File: src/common/par_mem_pkg.sv
//--------------------------------------
// shared widths and depth of the parity
// protected scratch memory, register map
// and bus controller state encoding
//--------------------------------------
package par_mem_pkg;

  //--------------------------------------
  // memory geometry
  //--------------------------------------

  // payload bits of one memory word
  localparam int DATA_WIDTH = 17;
  // one odd parity bit per slice
  localparam int PAR_WIDTH = 2;
  // bits covered by each parity bit, the top slice is zero padded
  localparam int SLICE_WIDTH = (DATA_WIDTH + PAR_WIDTH - 1) / PAR_WIDTH;
  // padded data width used for the per slice reduction
  localparam int PAD_WIDTH = PAR_WIDTH * SLICE_WIDTH;
  // parity sits above the data in the stored word
  localparam int STORE_WIDTH = DATA_WIDTH + PAR_WIDTH;
  localparam int MEM_DEPTH = 128;
  localparam int ADDR_WIDTH = $clog2(MEM_DEPTH);

  //--------------------------------------
  // bus and register widths
  //--------------------------------------

  // the top address bit selects the register space
  localparam int WB_ADR_WIDTH = 8;
  localparam int WB_DAT_WIDTH = 32;
  // the error counter saturates at its all ones value
  localparam int ERR_CNT_WIDTH = 8;

  // bit positions inside the control and status registers
  localparam int CTRL_INJ_EN = 0;
  localparam int CTRL_INJ_ONCE = 1;
  localparam int CTRL_IRQ_EN = 2;
  localparam int STATUS_ERR = 0;

  // register offsets, decoded from address bits 1:0
  typedef enum logic [1:0] {
    REG_CTRL     = 2'd0,
    REG_STATUS   = 2'd1,
    REG_ERR_CNT  = 2'd2,
    REG_ERR_ADDR = 2'd3
  } reg_addr_e;

  // wishbone controller states
  typedef enum logic [1:0] {
    IDLE,
    MEM_READ,
    RESP
  } wb_state_e;

endpackage
File: src/hdl/par_mem_top.sv
//--------------------------------------
// top level of the parity protected
// scratch memory: bus controller,
// registers, parity wrapper and RAM
//--------------------------------------
`timescale 1ns/10ps

module par_mem_top (
  input  logic                                 clk,
  input  logic                                 rst,
  input  logic                                 cyc_i,
  input  logic                                 stb_i,
  input  logic                                 we_i,
  input  logic [par_mem_pkg::WB_ADR_WIDTH-1:0] adr_i,
  input  logic [par_mem_pkg::WB_DAT_WIDTH-1:0] dat_i,
  output logic [par_mem_pkg::WB_DAT_WIDTH-1:0] dat_o,
  output logic                                 ack_o,
  output logic                                 err_o,
  output logic                                 irq
);

  // memory path between controller, parity wrapper and array
  logic                                 mem_we;
  logic                                 mem_re;
  logic [par_mem_pkg::ADDR_WIDTH-1:0]   mem_addr;
  logic [par_mem_pkg::DATA_WIDTH-1:0]   mem_wdata;
  logic [par_mem_pkg::DATA_WIDTH-1:0]   mem_rdata;
  logic [par_mem_pkg::STORE_WIDTH-1:0]  store_wdata;
  logic [par_mem_pkg::STORE_WIDTH-1:0]  store_rdata;
  logic                                 par_error;

  // register path
  logic                                 reg_we;
  logic                                 reg_re;
  par_mem_pkg::reg_addr_e               reg_addr;
  logic [par_mem_pkg::WB_DAT_WIDTH-1:0] reg_wdata;
  logic [par_mem_pkg::WB_DAT_WIDTH-1:0] reg_rdata;

  // error reporting and injection control
  logic                                 err_event;
  logic [par_mem_pkg::ADDR_WIDTH-1:0]   err_addr;
  logic                                 inj_used;
  logic                                 cfg_errorinj;

  par_mem_wb u_par_mem_wb (
    .clk       (clk),
    .rst       (rst),
    .cyc_i     (cyc_i),
    .stb_i     (stb_i),
    .we_i      (we_i),
    .adr_i     (adr_i),
    .dat_i     (dat_i),
    .mem_rdata (mem_rdata),
    .par_error (par_error),
    .reg_rdata (reg_rdata),
    .dat_o     (dat_o),
    .ack_o     (ack_o),
    .err_o     (err_o),
    .mem_we    (mem_we),
    .mem_re    (mem_re),
    .mem_addr  (mem_addr),
    .mem_wdata (mem_wdata),
    .reg_we    (reg_we),
    .reg_re    (reg_re),
    .reg_addr  (reg_addr),
    .reg_wdata (reg_wdata),
    .err_event (err_event),
    .err_addr  (err_addr),
    .inj_used  (inj_used)
  );

  par_mem_regs u_par_mem_regs (
    .clk          (clk),
    .rst          (rst),
    .reg_we       (reg_we),
    .reg_re       (reg_re),
    .reg_addr     (reg_addr),
    .reg_wdata    (reg_wdata),
    .err_event    (err_event),
    .err_addr     (err_addr),
    .inj_used     (inj_used),
    .reg_rdata    (reg_rdata),
    .cfg_errorinj (cfg_errorinj),
    .irq          (irq)
  );

  // parity is generated and checked around the raw array
  par_wrap u_par_wrap (
    .wdata_in     (mem_wdata),
    .rdata_in     (store_rdata),
    .cfg_errorinj (cfg_errorinj),
    .wdata_out    (store_wdata),
    .rdata_out    (mem_rdata),
    .error        (par_error)
  );

  par_ram u_par_ram (
    .clk   (clk),
    .we    (mem_we),
    .re    (mem_re),
    .addr  (mem_addr),
    .wdata (store_wdata),
    .rdata (store_rdata)
  );

endmodule

File: src/hdl/par_mem_regs.sv
//--------------------------------------
// control and status registers: error
// injection control, sticky error flag,
// error counter, error address and irq
//--------------------------------------
`timescale 1ns/10ps

module par_mem_regs (
  input  logic                                 clk,
  input  logic                                 rst,
  input  logic                                 reg_we,
  input  logic                                 reg_re,
  input  par_mem_pkg::reg_addr_e               reg_addr,
  input  logic [par_mem_pkg::WB_DAT_WIDTH-1:0] reg_wdata,
  input  logic                                 err_event,
  input  logic [par_mem_pkg::ADDR_WIDTH-1:0]   err_addr,
  input  logic                                 inj_used,
  output logic [par_mem_pkg::WB_DAT_WIDTH-1:0] reg_rdata,
  output logic                                 cfg_errorinj,
  output logic                                 irq
);

  // control bits
  logic inj_en;
  logic inj_once;
  logic irq_en;
  // sticky flag, set by a failed read and cleared by writing 1
  logic err_flag;
  logic [par_mem_pkg::ERR_CNT_WIDTH-1:0] err_cnt;
  logic [par_mem_pkg::ADDR_WIDTH-1:0]    err_addr_q;

  logic wr_ctrl;
  logic wr_status;
  logic wr_cnt;

  assign wr_ctrl = reg_we && (reg_addr == par_mem_pkg::REG_CTRL);
  assign wr_status = reg_we && (reg_addr == par_mem_pkg::REG_STATUS);
  assign wr_cnt = reg_we && (reg_addr == par_mem_pkg::REG_ERR_CNT);

  //--------------------------------------
  // control register
  //--------------------------------------
  always_ff @(posedge clk) begin
    if (rst) begin
      inj_en <= 1'b0;
      inj_once <= 1'b0;
      irq_en <= 1'b0;
    end else if (wr_ctrl) begin
      inj_en <= reg_wdata[par_mem_pkg::CTRL_INJ_EN];
      inj_once <= reg_wdata[par_mem_pkg::CTRL_INJ_ONCE];
      irq_en <= reg_wdata[par_mem_pkg::CTRL_IRQ_EN];
    end else if (inj_used && inj_once) begin
      // single shot mode drops the enable once one write carried bad parity
      // inj_once itself stays set so software can rearm with inj_en alone
      inj_en <= 1'b0;
    end
  end

  //--------------------------------------
  // error tracking
  //--------------------------------------
  always_ff @(posedge clk) begin
    if (rst) begin
      err_flag <= 1'b0;
      err_cnt <= '0;
      err_addr_q <= '0;
    end else begin
      // a new error wins over a clear in the same cycle
      if (err_event) begin
        err_flag <= 1'b1;
      end else if (wr_status && reg_wdata[par_mem_pkg::STATUS_ERR]) begin
        err_flag <= 1'b0;
      end

      // any write clears the counter, otherwise count up and stick at the top
      if (wr_cnt) begin
        err_cnt <= '0;
      end else if (err_event && (err_cnt != '1)) begin
        err_cnt <= err_cnt + 1'b1;
      end

      if (err_event) begin
        err_addr_q <= err_addr;
      end
    end
  end

  //--------------------------------------
  // readback and outputs
  //--------------------------------------
  always_comb begin
    // unused bits read zero
    reg_rdata = '0;
    if (reg_re) begin
      case (reg_addr)
        par_mem_pkg::REG_CTRL: begin
          reg_rdata[par_mem_pkg::CTRL_INJ_EN] = inj_en;
          reg_rdata[par_mem_pkg::CTRL_INJ_ONCE] = inj_once;
          reg_rdata[par_mem_pkg::CTRL_IRQ_EN] = irq_en;
        end
        par_mem_pkg::REG_STATUS: reg_rdata[par_mem_pkg::STATUS_ERR] = err_flag;
        par_mem_pkg::REG_ERR_CNT: reg_rdata[par_mem_pkg::ERR_CNT_WIDTH-1:0] = err_cnt;
        par_mem_pkg::REG_ERR_ADDR: reg_rdata[par_mem_pkg::ADDR_WIDTH-1:0] = err_addr_q;
        default: reg_rdata = '0;
      endcase
    end
  end

  assign cfg_errorinj = inj_en;
  // level interrupt, masked by irq_en
  assign irq = err_flag && irq_en;

endmodule

File: src/hdl/par_mem_wb.sv
//--------------------------------------
// wishbone classic slave controller
// decodes memory and register accesses,
// issues the strobes and ends each cycle
//--------------------------------------
`timescale 1ns/10ps

module par_mem_wb (
  input  logic                                  clk,
  input  logic                                  rst,
  input  logic                                  cyc_i,
  input  logic                                  stb_i,
  input  logic                                  we_i,
  input  logic [par_mem_pkg::WB_ADR_WIDTH-1:0]  adr_i,
  input  logic [par_mem_pkg::WB_DAT_WIDTH-1:0]  dat_i,
  input  logic [par_mem_pkg::DATA_WIDTH-1:0]    mem_rdata,
  input  logic                                  par_error,
  input  logic [par_mem_pkg::WB_DAT_WIDTH-1:0]  reg_rdata,
  output logic [par_mem_pkg::WB_DAT_WIDTH-1:0]  dat_o,
  output logic                                  ack_o,
  output logic                                  err_o,
  output logic                                  mem_we,
  output logic                                  mem_re,
  output logic [par_mem_pkg::ADDR_WIDTH-1:0]    mem_addr,
  output logic [par_mem_pkg::DATA_WIDTH-1:0]    mem_wdata,
  output logic                                  reg_we,
  output logic                                  reg_re,
  output par_mem_pkg::reg_addr_e                reg_addr,
  output logic [par_mem_pkg::WB_DAT_WIDTH-1:0]  reg_wdata,
  output logic                                  err_event,
  output logic [par_mem_pkg::ADDR_WIDTH-1:0]    err_addr,
  output logic                                  inj_used
);

  par_mem_pkg::wb_state_e state;
  par_mem_pkg::wb_state_e state_nxt;

  logic req;
  logic mem_sel;
  // register space hit, offsets above 3 are unmapped and read zero
  logic reg_hit;
  // response payload and the address of the read in flight
  logic [par_mem_pkg::WB_DAT_WIDTH-1:0] dat_q;
  logic [par_mem_pkg::ADDR_WIDTH-1:0]   addr_q;
  // parity failure captured in MEM_READ
  logic err_q;

  assign req = cyc_i && stb_i;
  assign mem_sel = !adr_i[par_mem_pkg::WB_ADR_WIDTH-1];
  assign reg_hit = !mem_sel && (adr_i[par_mem_pkg::WB_ADR_WIDTH-2:2] == '0);

  // address and data go straight to the memory path, the strobes qualify them
  assign mem_addr = adr_i[par_mem_pkg::ADDR_WIDTH-1:0];
  assign mem_wdata = dat_i[par_mem_pkg::DATA_WIDTH-1:0];
  assign reg_addr = par_mem_pkg::reg_addr_e'(adr_i[1:0]);
  assign reg_wdata = dat_i;

  //--------------------------------------
  // next state and strobe decode
  //--------------------------------------
  always_comb begin
    state_nxt = state;
    mem_we = 1'b0;
    mem_re = 1'b0;
    reg_we = 1'b0;
    reg_re = 1'b0;
    case (state)
      par_mem_pkg::IDLE: begin
        // strobes only leave IDLE, so a held request cannot fire twice
        if (req) begin
          if (mem_sel) begin
            mem_we = we_i;
            mem_re = !we_i;
            state_nxt = we_i ? par_mem_pkg::RESP : par_mem_pkg::MEM_READ;
          end else begin
            reg_we = we_i && reg_hit;
            reg_re = !we_i && reg_hit;
            state_nxt = par_mem_pkg::RESP;
          end
        end
      end
      // the read register is loaded, parity is valid in this cycle
      par_mem_pkg::MEM_READ: state_nxt = par_mem_pkg::RESP;
      par_mem_pkg::RESP: state_nxt = par_mem_pkg::IDLE;
      default: state_nxt = par_mem_pkg::IDLE;
    endcase
  end

  always_ff @(posedge clk) begin
    if (rst) begin
      state <= par_mem_pkg::IDLE;
      err_q <= 1'b0;
    end else begin
      state <= state_nxt;
      if (state == par_mem_pkg::IDLE) begin
        err_q <= 1'b0;
      end else if (state == par_mem_pkg::MEM_READ) begin
        err_q <= par_error;
      end
    end
  end

  // response data, zero extended to the bus width
  always_ff @(posedge clk) begin
    if (state == par_mem_pkg::IDLE && req) begin
      addr_q <= adr_i[par_mem_pkg::ADDR_WIDTH-1:0];
      // register reads return in the same cycle, writes answer zero
      dat_q <= reg_re ? reg_rdata : '0;
    end else if (state == par_mem_pkg::MEM_READ) begin
      dat_q <= par_mem_pkg::WB_DAT_WIDTH'(mem_rdata);
    end
  end

  //--------------------------------------
  // cycle termination
  //--------------------------------------
  assign dat_o = dat_q;
  assign ack_o = (state == par_mem_pkg::RESP) && !err_q;
  assign err_o = (state == par_mem_pkg::RESP) && err_q;
  // error event lines up with err_o so the counter bumps in that cycle
  assign err_event = err_o;
  assign err_addr = addr_q;
  // every memory write consumes a pending single shot injection
  assign inj_used = mem_we;

endmodule

File: src/hdl/par_ram.sv
//--------------------------------------
// single port storage array holding data
// and parity, synchronous write and a
// registered read port
//--------------------------------------
`timescale 1ns/10ps

module par_ram (
  input  logic                                clk,
  input  logic                                we,
  input  logic                                re,
  input  logic [par_mem_pkg::ADDR_WIDTH-1:0]  addr,
  input  logic [par_mem_pkg::STORE_WIDTH-1:0] wdata,
  output logic [par_mem_pkg::STORE_WIDTH-1:0] rdata
);

  // contents are undefined until written
  logic [par_mem_pkg::STORE_WIDTH-1:0] mem [par_mem_pkg::MEM_DEPTH];

  // write commits on the edge where we is seen
  always_ff @(posedge clk) begin
    if (we) begin
      mem[addr] <= wdata;
    end
  end

  // the read register only loads on re and otherwise holds its value
  // so the parity check downstream sees a stable word
  always_ff @(posedge clk) begin
    if (re) begin
      rdata <= mem[addr];
    end
  end

endmodule

File: src/hdl/par_wrap.sv
//--------------------------------------
// parity wrapper around the storage array
// generates odd parity per slice on writes
// and checks it on reads, with injection
//--------------------------------------
`timescale 1ns/10ps

module par_wrap (
  input  logic [par_mem_pkg::DATA_WIDTH-1:0]  wdata_in,
  input  logic [par_mem_pkg::STORE_WIDTH-1:0] rdata_in,
  input  logic                                cfg_errorinj,
  output logic [par_mem_pkg::STORE_WIDTH-1:0] wdata_out,
  output logic [par_mem_pkg::DATA_WIDTH-1:0]  rdata_out,
  output logic                                error
);

  // data padded up to a whole number of slices
  logic [par_mem_pkg::PAD_WIDTH-1:0] pad_wdata;
  logic [par_mem_pkg::PAD_WIDTH-1:0] pad_rdata;
  // parity generated for the write word
  logic [par_mem_pkg::PAR_WIDTH-1:0] wpar;
  // parity as it came back out of the array
  logic [par_mem_pkg::PAR_WIDTH-1:0] rpar;
  // one mismatch flag per slice
  logic [par_mem_pkg::PAR_WIDTH-1:0] slice_err;

  //--------------------------------------
  // padding and per slice reduction
  //--------------------------------------
  always_comb begin
    // the top slice is filled with zeros, which do not change parity
    pad_wdata = '0;
    pad_wdata[par_mem_pkg::DATA_WIDTH-1:0] = wdata_in;
    // injection flips bit 0 only inside the parity computation
    // so the stored data stays intact and only the parity goes bad
    pad_wdata[0] = pad_wdata[0] ^ cfg_errorinj;

    pad_rdata = '0;
    pad_rdata[par_mem_pkg::DATA_WIDTH-1:0] = rdata_in[par_mem_pkg::DATA_WIDTH-1:0];
    rpar = rdata_in[par_mem_pkg::STORE_WIDTH-1 -: par_mem_pkg::PAR_WIDTH];

    for (int s = 0; s < par_mem_pkg::PAR_WIDTH; s++) begin
      // odd parity: slice plus its parity bit holds an odd number of ones
      wpar[s] = ~(^pad_wdata[s*par_mem_pkg::SLICE_WIDTH +: par_mem_pkg::SLICE_WIDTH]);
      // an even count on readback means the slice is corrupted
      slice_err[s] = ~(^{rpar[s],
                         pad_rdata[s*par_mem_pkg::SLICE_WIDTH +: par_mem_pkg::SLICE_WIDTH]});
    end
  end

  //--------------------------------------
  // outputs
  //--------------------------------------

  // parity is appended above the payload
  assign wdata_out = {wpar, wdata_in};
  // the payload is returned unmodified, no correction is attempted
  assign rdata_out = rdata_in[par_mem_pkg::DATA_WIDTH-1:0];
  // any failing slice fails the whole word
  assign error = |slice_err;

endmodule

File: config.mk
export PLATFORM = sky130hd
export DESIGN_NAME = par_mem_top
export DESIGN_NICKNAME = d
export VERILOG_FILES = /design/src/common/par_mem_pkg.sv /design/src/hdl/par_mem_top.sv /design/src/hdl/par_mem_regs.sv /design/src/hdl/par_mem_wb.sv /design/src/hdl/par_ram.sv /design/src/hdl/par_wrap.sv
export SDC_FILE = /design/constraint.sdc
export NUM_CORES = 2
export LEC_CHECK = 0
export BUFFER_PORTS_ARGS = -buffer_cell sky130_fd_sc_hd__buf_2
export CORE_ASPECT_RATIO = 1.75
export CORE_MARGIN = 1
export CORE_UTILIZATION = 60
export CTS_BUF_LIST = sky130_fd_sc_hd__clkbuf_16
export DETAILED_ROUTE_END_ITERATION = 7
export PLACE_DENSITY = 0.75
export SETUP_SLACK_MARGIN = 0.3
export SLEW_MARGIN = 20
export SYNTH_ARGS = -nofsm -noshare
export SYNTH_HDL_FRONTEND = slang
export SYNTH_SLANG_ARGS = --single-unit
export TNS_END_PERCENT = 30
File: constraint.sdc
create_clock -name clk -period 16.6 [get_ports clk]
set_input_delay 0.83 -clock clk [delete_from_list [all_inputs] [get_ports clk]]
set_output_delay 0.83 -clock clk [all_outputs]
set_load 0.01 [all_outputs]
==> out/summary.log <==
[critical_path] worst r2r src u_par_mem_wb.state[1]
[clocking] CTS tree done
[die] placeable core region 161000 um^2
[clocking] CTS H-tree lvls 4
[global_route] most congested layer reported by global routing met2
[critical_path] endpoint type of the worst setup path flip-flop
[timing] Setup violations, final 0
[global_route] overall overflow remaining after global route 0
[power] leakage power summed over all cells 33.7 nW
[synthesis] Post-Syn Instances 4919
[global_route] wire length of the first global-routing pass 381000 um
[critical_path] type of element launching the critical path input port
[route] DRT antenna net count 0
[global_route] GR Layer Usage met3 6.07%
[synthesis] number of distinct library cells after synthesis 82
[route] vias after detailed routing 52076
[timing] Final Hold Fails 0
[die] chip height 535 um
[timing] RSZ-0062 raised after global routing no
[critical_path] CP Cell Sequence buf_8 > buf_4 > buf_4 > buf_4 > mux4_2 > and3_1 > a21oi_1 > o21ai_0 > nor4_1 > nor4_1
[timing] total negative setup slack 0 ps
[hold_path] Min-Delay Startpoint adr_i[7]
[critical_path] r2r worst-path depth 8
[route] number of iterations in the first detailed-routing pass 6
[clocking] clock transition at the register clock pins on the worst setup and hold paths after CTS 70 ps
[route] remaining design rule violation count 0
[power] maximum vdd drop 84.2 uV
[die] effective utilization at floorplan 60.4%
[place] dpl ws 10490 ps
[global_route] maximum number of pins on one net before global-route repair 97
[critical_path] peak fanout along the critical path 56
[die] row cnt 195
[critical_path] Slowest Stage Delay on Critical Path 760 ps
[critical_path] Crit Path Category in -> reg
[critical_path] RR Endpoint u_par_ram.mem[12][16]
[synthesis] Most used DFF post-synth sky130_fd_sc_hd__edfxtp_1
[critical_path] data arrival time of the critical path 5890 ps
[synthesis] number of warning messages in the yosys log 0
[route] Post-Route WL 273000 um
[clocking] CTS Buf Count 205
[synthesis] asr flop ratio synth 0%
[synthesis] mean instance size in the synthesized netlist 19.8 um^2
[outcome] result of the run complete, no violations
[clocking] quantity of hold-fixing buffers added after cts 0
[die] number of I/O pins 80
[cells_and_area] most frequent standard cell in the layout excluding fill and tap cells sky130_fd_sc_hd__edfxtp_1
[timing] Final Max Tran Viols 0
[die] Die X 307 um
[critical_path] total stage count of the critical path 10
[route] Vias per Instance 6.99
[synthesis] synth top area cells sky130_fd_sc_hd__edfxtp_1, sky130_fd_sc_hd__mux4_2, sky130_fd_sc_hd__mux2i_1
[cells_and_area] area grow syn2layout 10.2%
[synthesis] flip-flop and latch count after synthesis 2497
[global_route] via count of the first global-routing pass 51455
[die] area enclosed by the die boundary 164000 um^2
[synthesis] post-synthesis sequential area ratio 76.8%
[clocking] CTS-repair resized insts 0
[power] power density over cell area 118 nW/um^2
[hold_path] Hold EP u_par_mem_wb.state[0]
[synthesis] cell type contributing the most total cell area after synthesis sky130_fd_sc_hd__edfxtp_1
[global_route] gr usage total 33.5%
[critical_path] count of buffer and inverter cells on the critical path 4
[global_route] met1 demand-to-capacity share in global routing 39.8%
[synthesis] Syn Std Cell Area 97400 um^2
[timing] Post-Route Skew 44.4 ps
[clocking] Post-CTS Repair Setup Buffers 0
[timing] ratio of final minimum period to clock period 32.3%
[synthesis] EDFF count, synth 2475
[timing] Peak Freq 0.187 GHz
[hold_path] worst hold path cell count 2
[global_route] Global Route met2 Usage 53.6%
[critical_path] largest delay contributor family on the critical path buffers and inverters
[timing] clock period minus worst slack 5360 ps
[cells_and_area] Layout Nets 5160
[timing] transition time of the tightest slew-check pin 1280 ps
[clocking] clock latency of the later-clocked register in the worst-skew pair 850 ps
[route] routed len/inst 36.6 um
[critical_path] Max stage delay cell, worst path sky130_fd_sc_hd__buf_4
[job] number of max-cap violations 0
[global_route] initial antenna violation count 14
[synthesis] area share of the largest cell type after synthesis 76.3%
[clocking] clock sink total 2497
[place] final RePlAce weighted congestion 0.934
[timing] crit path setup slack, layout 11240 ps
[place] count of buffers inserted at the top-level ports 49
[critical_path] library cell appearing most often on the critical path sky130_fd_sc_hd__buf_4
[hold_path] Hold Path Class in -> reg
[critical_path] worst reg2reg setup slack 12560 ps
[route] initial drt markers 7602
[clocking] maximum number of buffers from clock root to sink 4
[timing] worst slew slack as a fraction of its limit 15.0%
[critical_path] data required time at the worst endpoint 17130 ps
[clocking] clock root buffer sky130_fd_sc_hd__clkbuf_16
[cells_and_area] leading cell types in the layout, fill and taps excluded sky130_fd_sc_hd__edfxtp_1, sky130_fd_sc_hd__mux4_2, sky130_fd_sc_hd__buf_4, sky130_fd_sc_hd__clkbuf_16, sky130_fd_sc_hd__a21oi_1
[place] half-perimeter wire length after placement 164000 um
[cells_and_area] layout cell share with drive strength beyond 1 23.7%
-- metrics by stage --
| step | cells | power, mW | utilization, % | hold slack [ps] | instance area [um^2] |
|---|---|---|---|---|---|
| after floorplan | 4933 | 7.57 | - | 433 | 97500 |
| after global placement | 7071 | 7.88 | 62.4 | 444 | 101000 |
| after detailed placement | 7072 | 7.90 | 62.4 | 452 | 101000 |
| after CTS | 7434 | 12.6 | 66.5 | 260 | 107000 |
| after global routing | 7442 | 12.9 | 66.5 | 313 | 107000 |
| final | 7448 | 12.6 | 66.5 | 281 | 107000 |
-- routing by layer --
metal,vias up,part of all wire [%]
li1,20569,-
met1,26780,32
met2,3854,49
met3,867,10
met4,6,9.8
met5,-,0.013
-- cell type report --
| type | count | area [um^2] |
|---|---|---|
| Clock buffer | 207 | 5180 |
| Antenna cell | 12 | 30.0 |
| Timing Repair Buffer | 292 | 2180 |
| Multi-Input combinational cell | 2110 | 21000 |
| Inverter | 8 | 37.5 |
| Sequential cell | 2497 | 74800 |
| Clock inverter | 155 | 1380 |
| Tap cell | 2167 | 2710 |
| Fill cell | 10022 | 54000 |
-- where the power goes --
group	total [mW]	internal (mW)	switching (mW)
Clock	4.83	2.65	2.18
Sequential	7.02	7.01	0.00283
Combinational	0.766	0.205	0.562
-- cell usage after synthesis (7+ instances only) --
library cell / count
sky130_fd_sc_hd__edfxtp_1: 2475
sky130_fd_sc_hd__mux4_2: 427
sky130_fd_sc_hd__nor2_1: 269
sky130_fd_sc_hd__a21oi_1: 197
sky130_fd_sc_hd__mux2i_1: 179
sky130_fd_sc_hd__nand2_1: 176
sky130_fd_sc_hd__o21ai_0: 116
sky130_fd_sc_hd__nand3_1: 105
sky130_fd_sc_hd__clkbuf_1: 97
sky130_fd_sc_hd__buf_2: 82
sky130_fd_sc_hd__o22ai_1: 76
sky130_fd_sc_hd__o2bb2ai_1: 56
sky130_fd_sc_hd__mux2_2: 55
sky130_fd_sc_hd__o221ai_1: 53
sky130_fd_sc_hd__buf_4: 49
sky130_fd_sc_hd__buf_6: 47
sky130_fd_sc_hd__a222oi_1: 38
sky130_fd_sc_hd__xnor2_1: 33
sky130_fd_sc_hd__a21o_1: 28
sky130_fd_sc_hd__nand4_1: 23
sky130_fd_sc_hd__dfxtp_1: 22
sky130_fd_sc_hd__buf_1: 19
sky130_fd_sc_hd__nor3_1: 19
sky130_fd_sc_hd__a221oi_1: 16
sky130_fd_sc_hd__o32ai_1: 15
sky130_fd_sc_hd__and2_1: 14
sky130_fd_sc_hd__buf_8: 14
sky130_fd_sc_hd__nor2b_1: 13
sky130_fd_sc_hd__nand2b_1: 12
sky130_fd_sc_hd__nor4_1: 11
sky130_fd_sc_hd__buf_12: 10
sky130_fd_sc_hd__nand3b_1: 10
sky130_fd_sc_hd__nor4bb_1: 10
sky130_fd_sc_hd__a31o_2: 9
sky130_fd_sc_hd__o211ai_1: 7
sky130_fd_sc_hd__o32a_1: 7
-- cells by family (layout without fill, tap and decap cells) --
logic type,Yosys count,after routing,synth area share [%]
mux,669,669,12.5
other cells,1,27,0.00385
buf+inv,326,662,2.24
xor+xnor,38,38,0.342
fa+ha+maj,1,1,0.0128
simple gates,713,713,3.49
compound gates,674,674,4.64
flops,2497,2497,76.8
-- state kept, by name (all words and copies together), names as in the netlist, 2 cells and up --
register	cells
u_par_mem_regs.err_addr_q	7
u_par_mem_wb.dat_o	17
u_par_mem_regs.err_cnt	8
u_par_ram.mem	2432
u_par_ram.rdata	19
u_par_mem_wb.err_addr	7
u_par_mem_wb.state	2
-- worst register-to-register path, stage by stage, from the launching register on --
cell and delay [ps]:
sky130_fd_sc_hd__dfxtp_1 370, sky130_fd_sc_hd__nand4bb_1 810, sky130_fd_sc_hd__nor2_1 440, sky130_fd_sc_hd__nand2_1 180
sky130_fd_sc_hd__nor2_1 220, sky130_fd_sc_hd__nand2_1 130, sky130_fd_sc_hd__buf_4 320, sky130_fd_sc_hd__nor2_1 880
sky130_fd_sc_hd__buf_4 390
-- worst max path at each step --
| stage | from | slack, ps | endpoint |
|---|---|---|---|
| global placement | adr_i[0] | 10420 | u_par_ram.rdata[5] |
| finish | adr_i[0] | 11240 | u_par_ram.rdata[5] |
| detailed placement | adr_i[0] | 10490 | u_par_ram.rdata[16] |
| CTS | adr_i[0] | 11330 | u_par_ram.rdata[16] |
| global route | adr_i[0] | 11120 | u_par_ram.rdata[5] |
| floorplan | dat_i[4] | 10760 | u_par_ram.mem[0][17] |
Note: power is estimated with default switching activity, not from simulation.
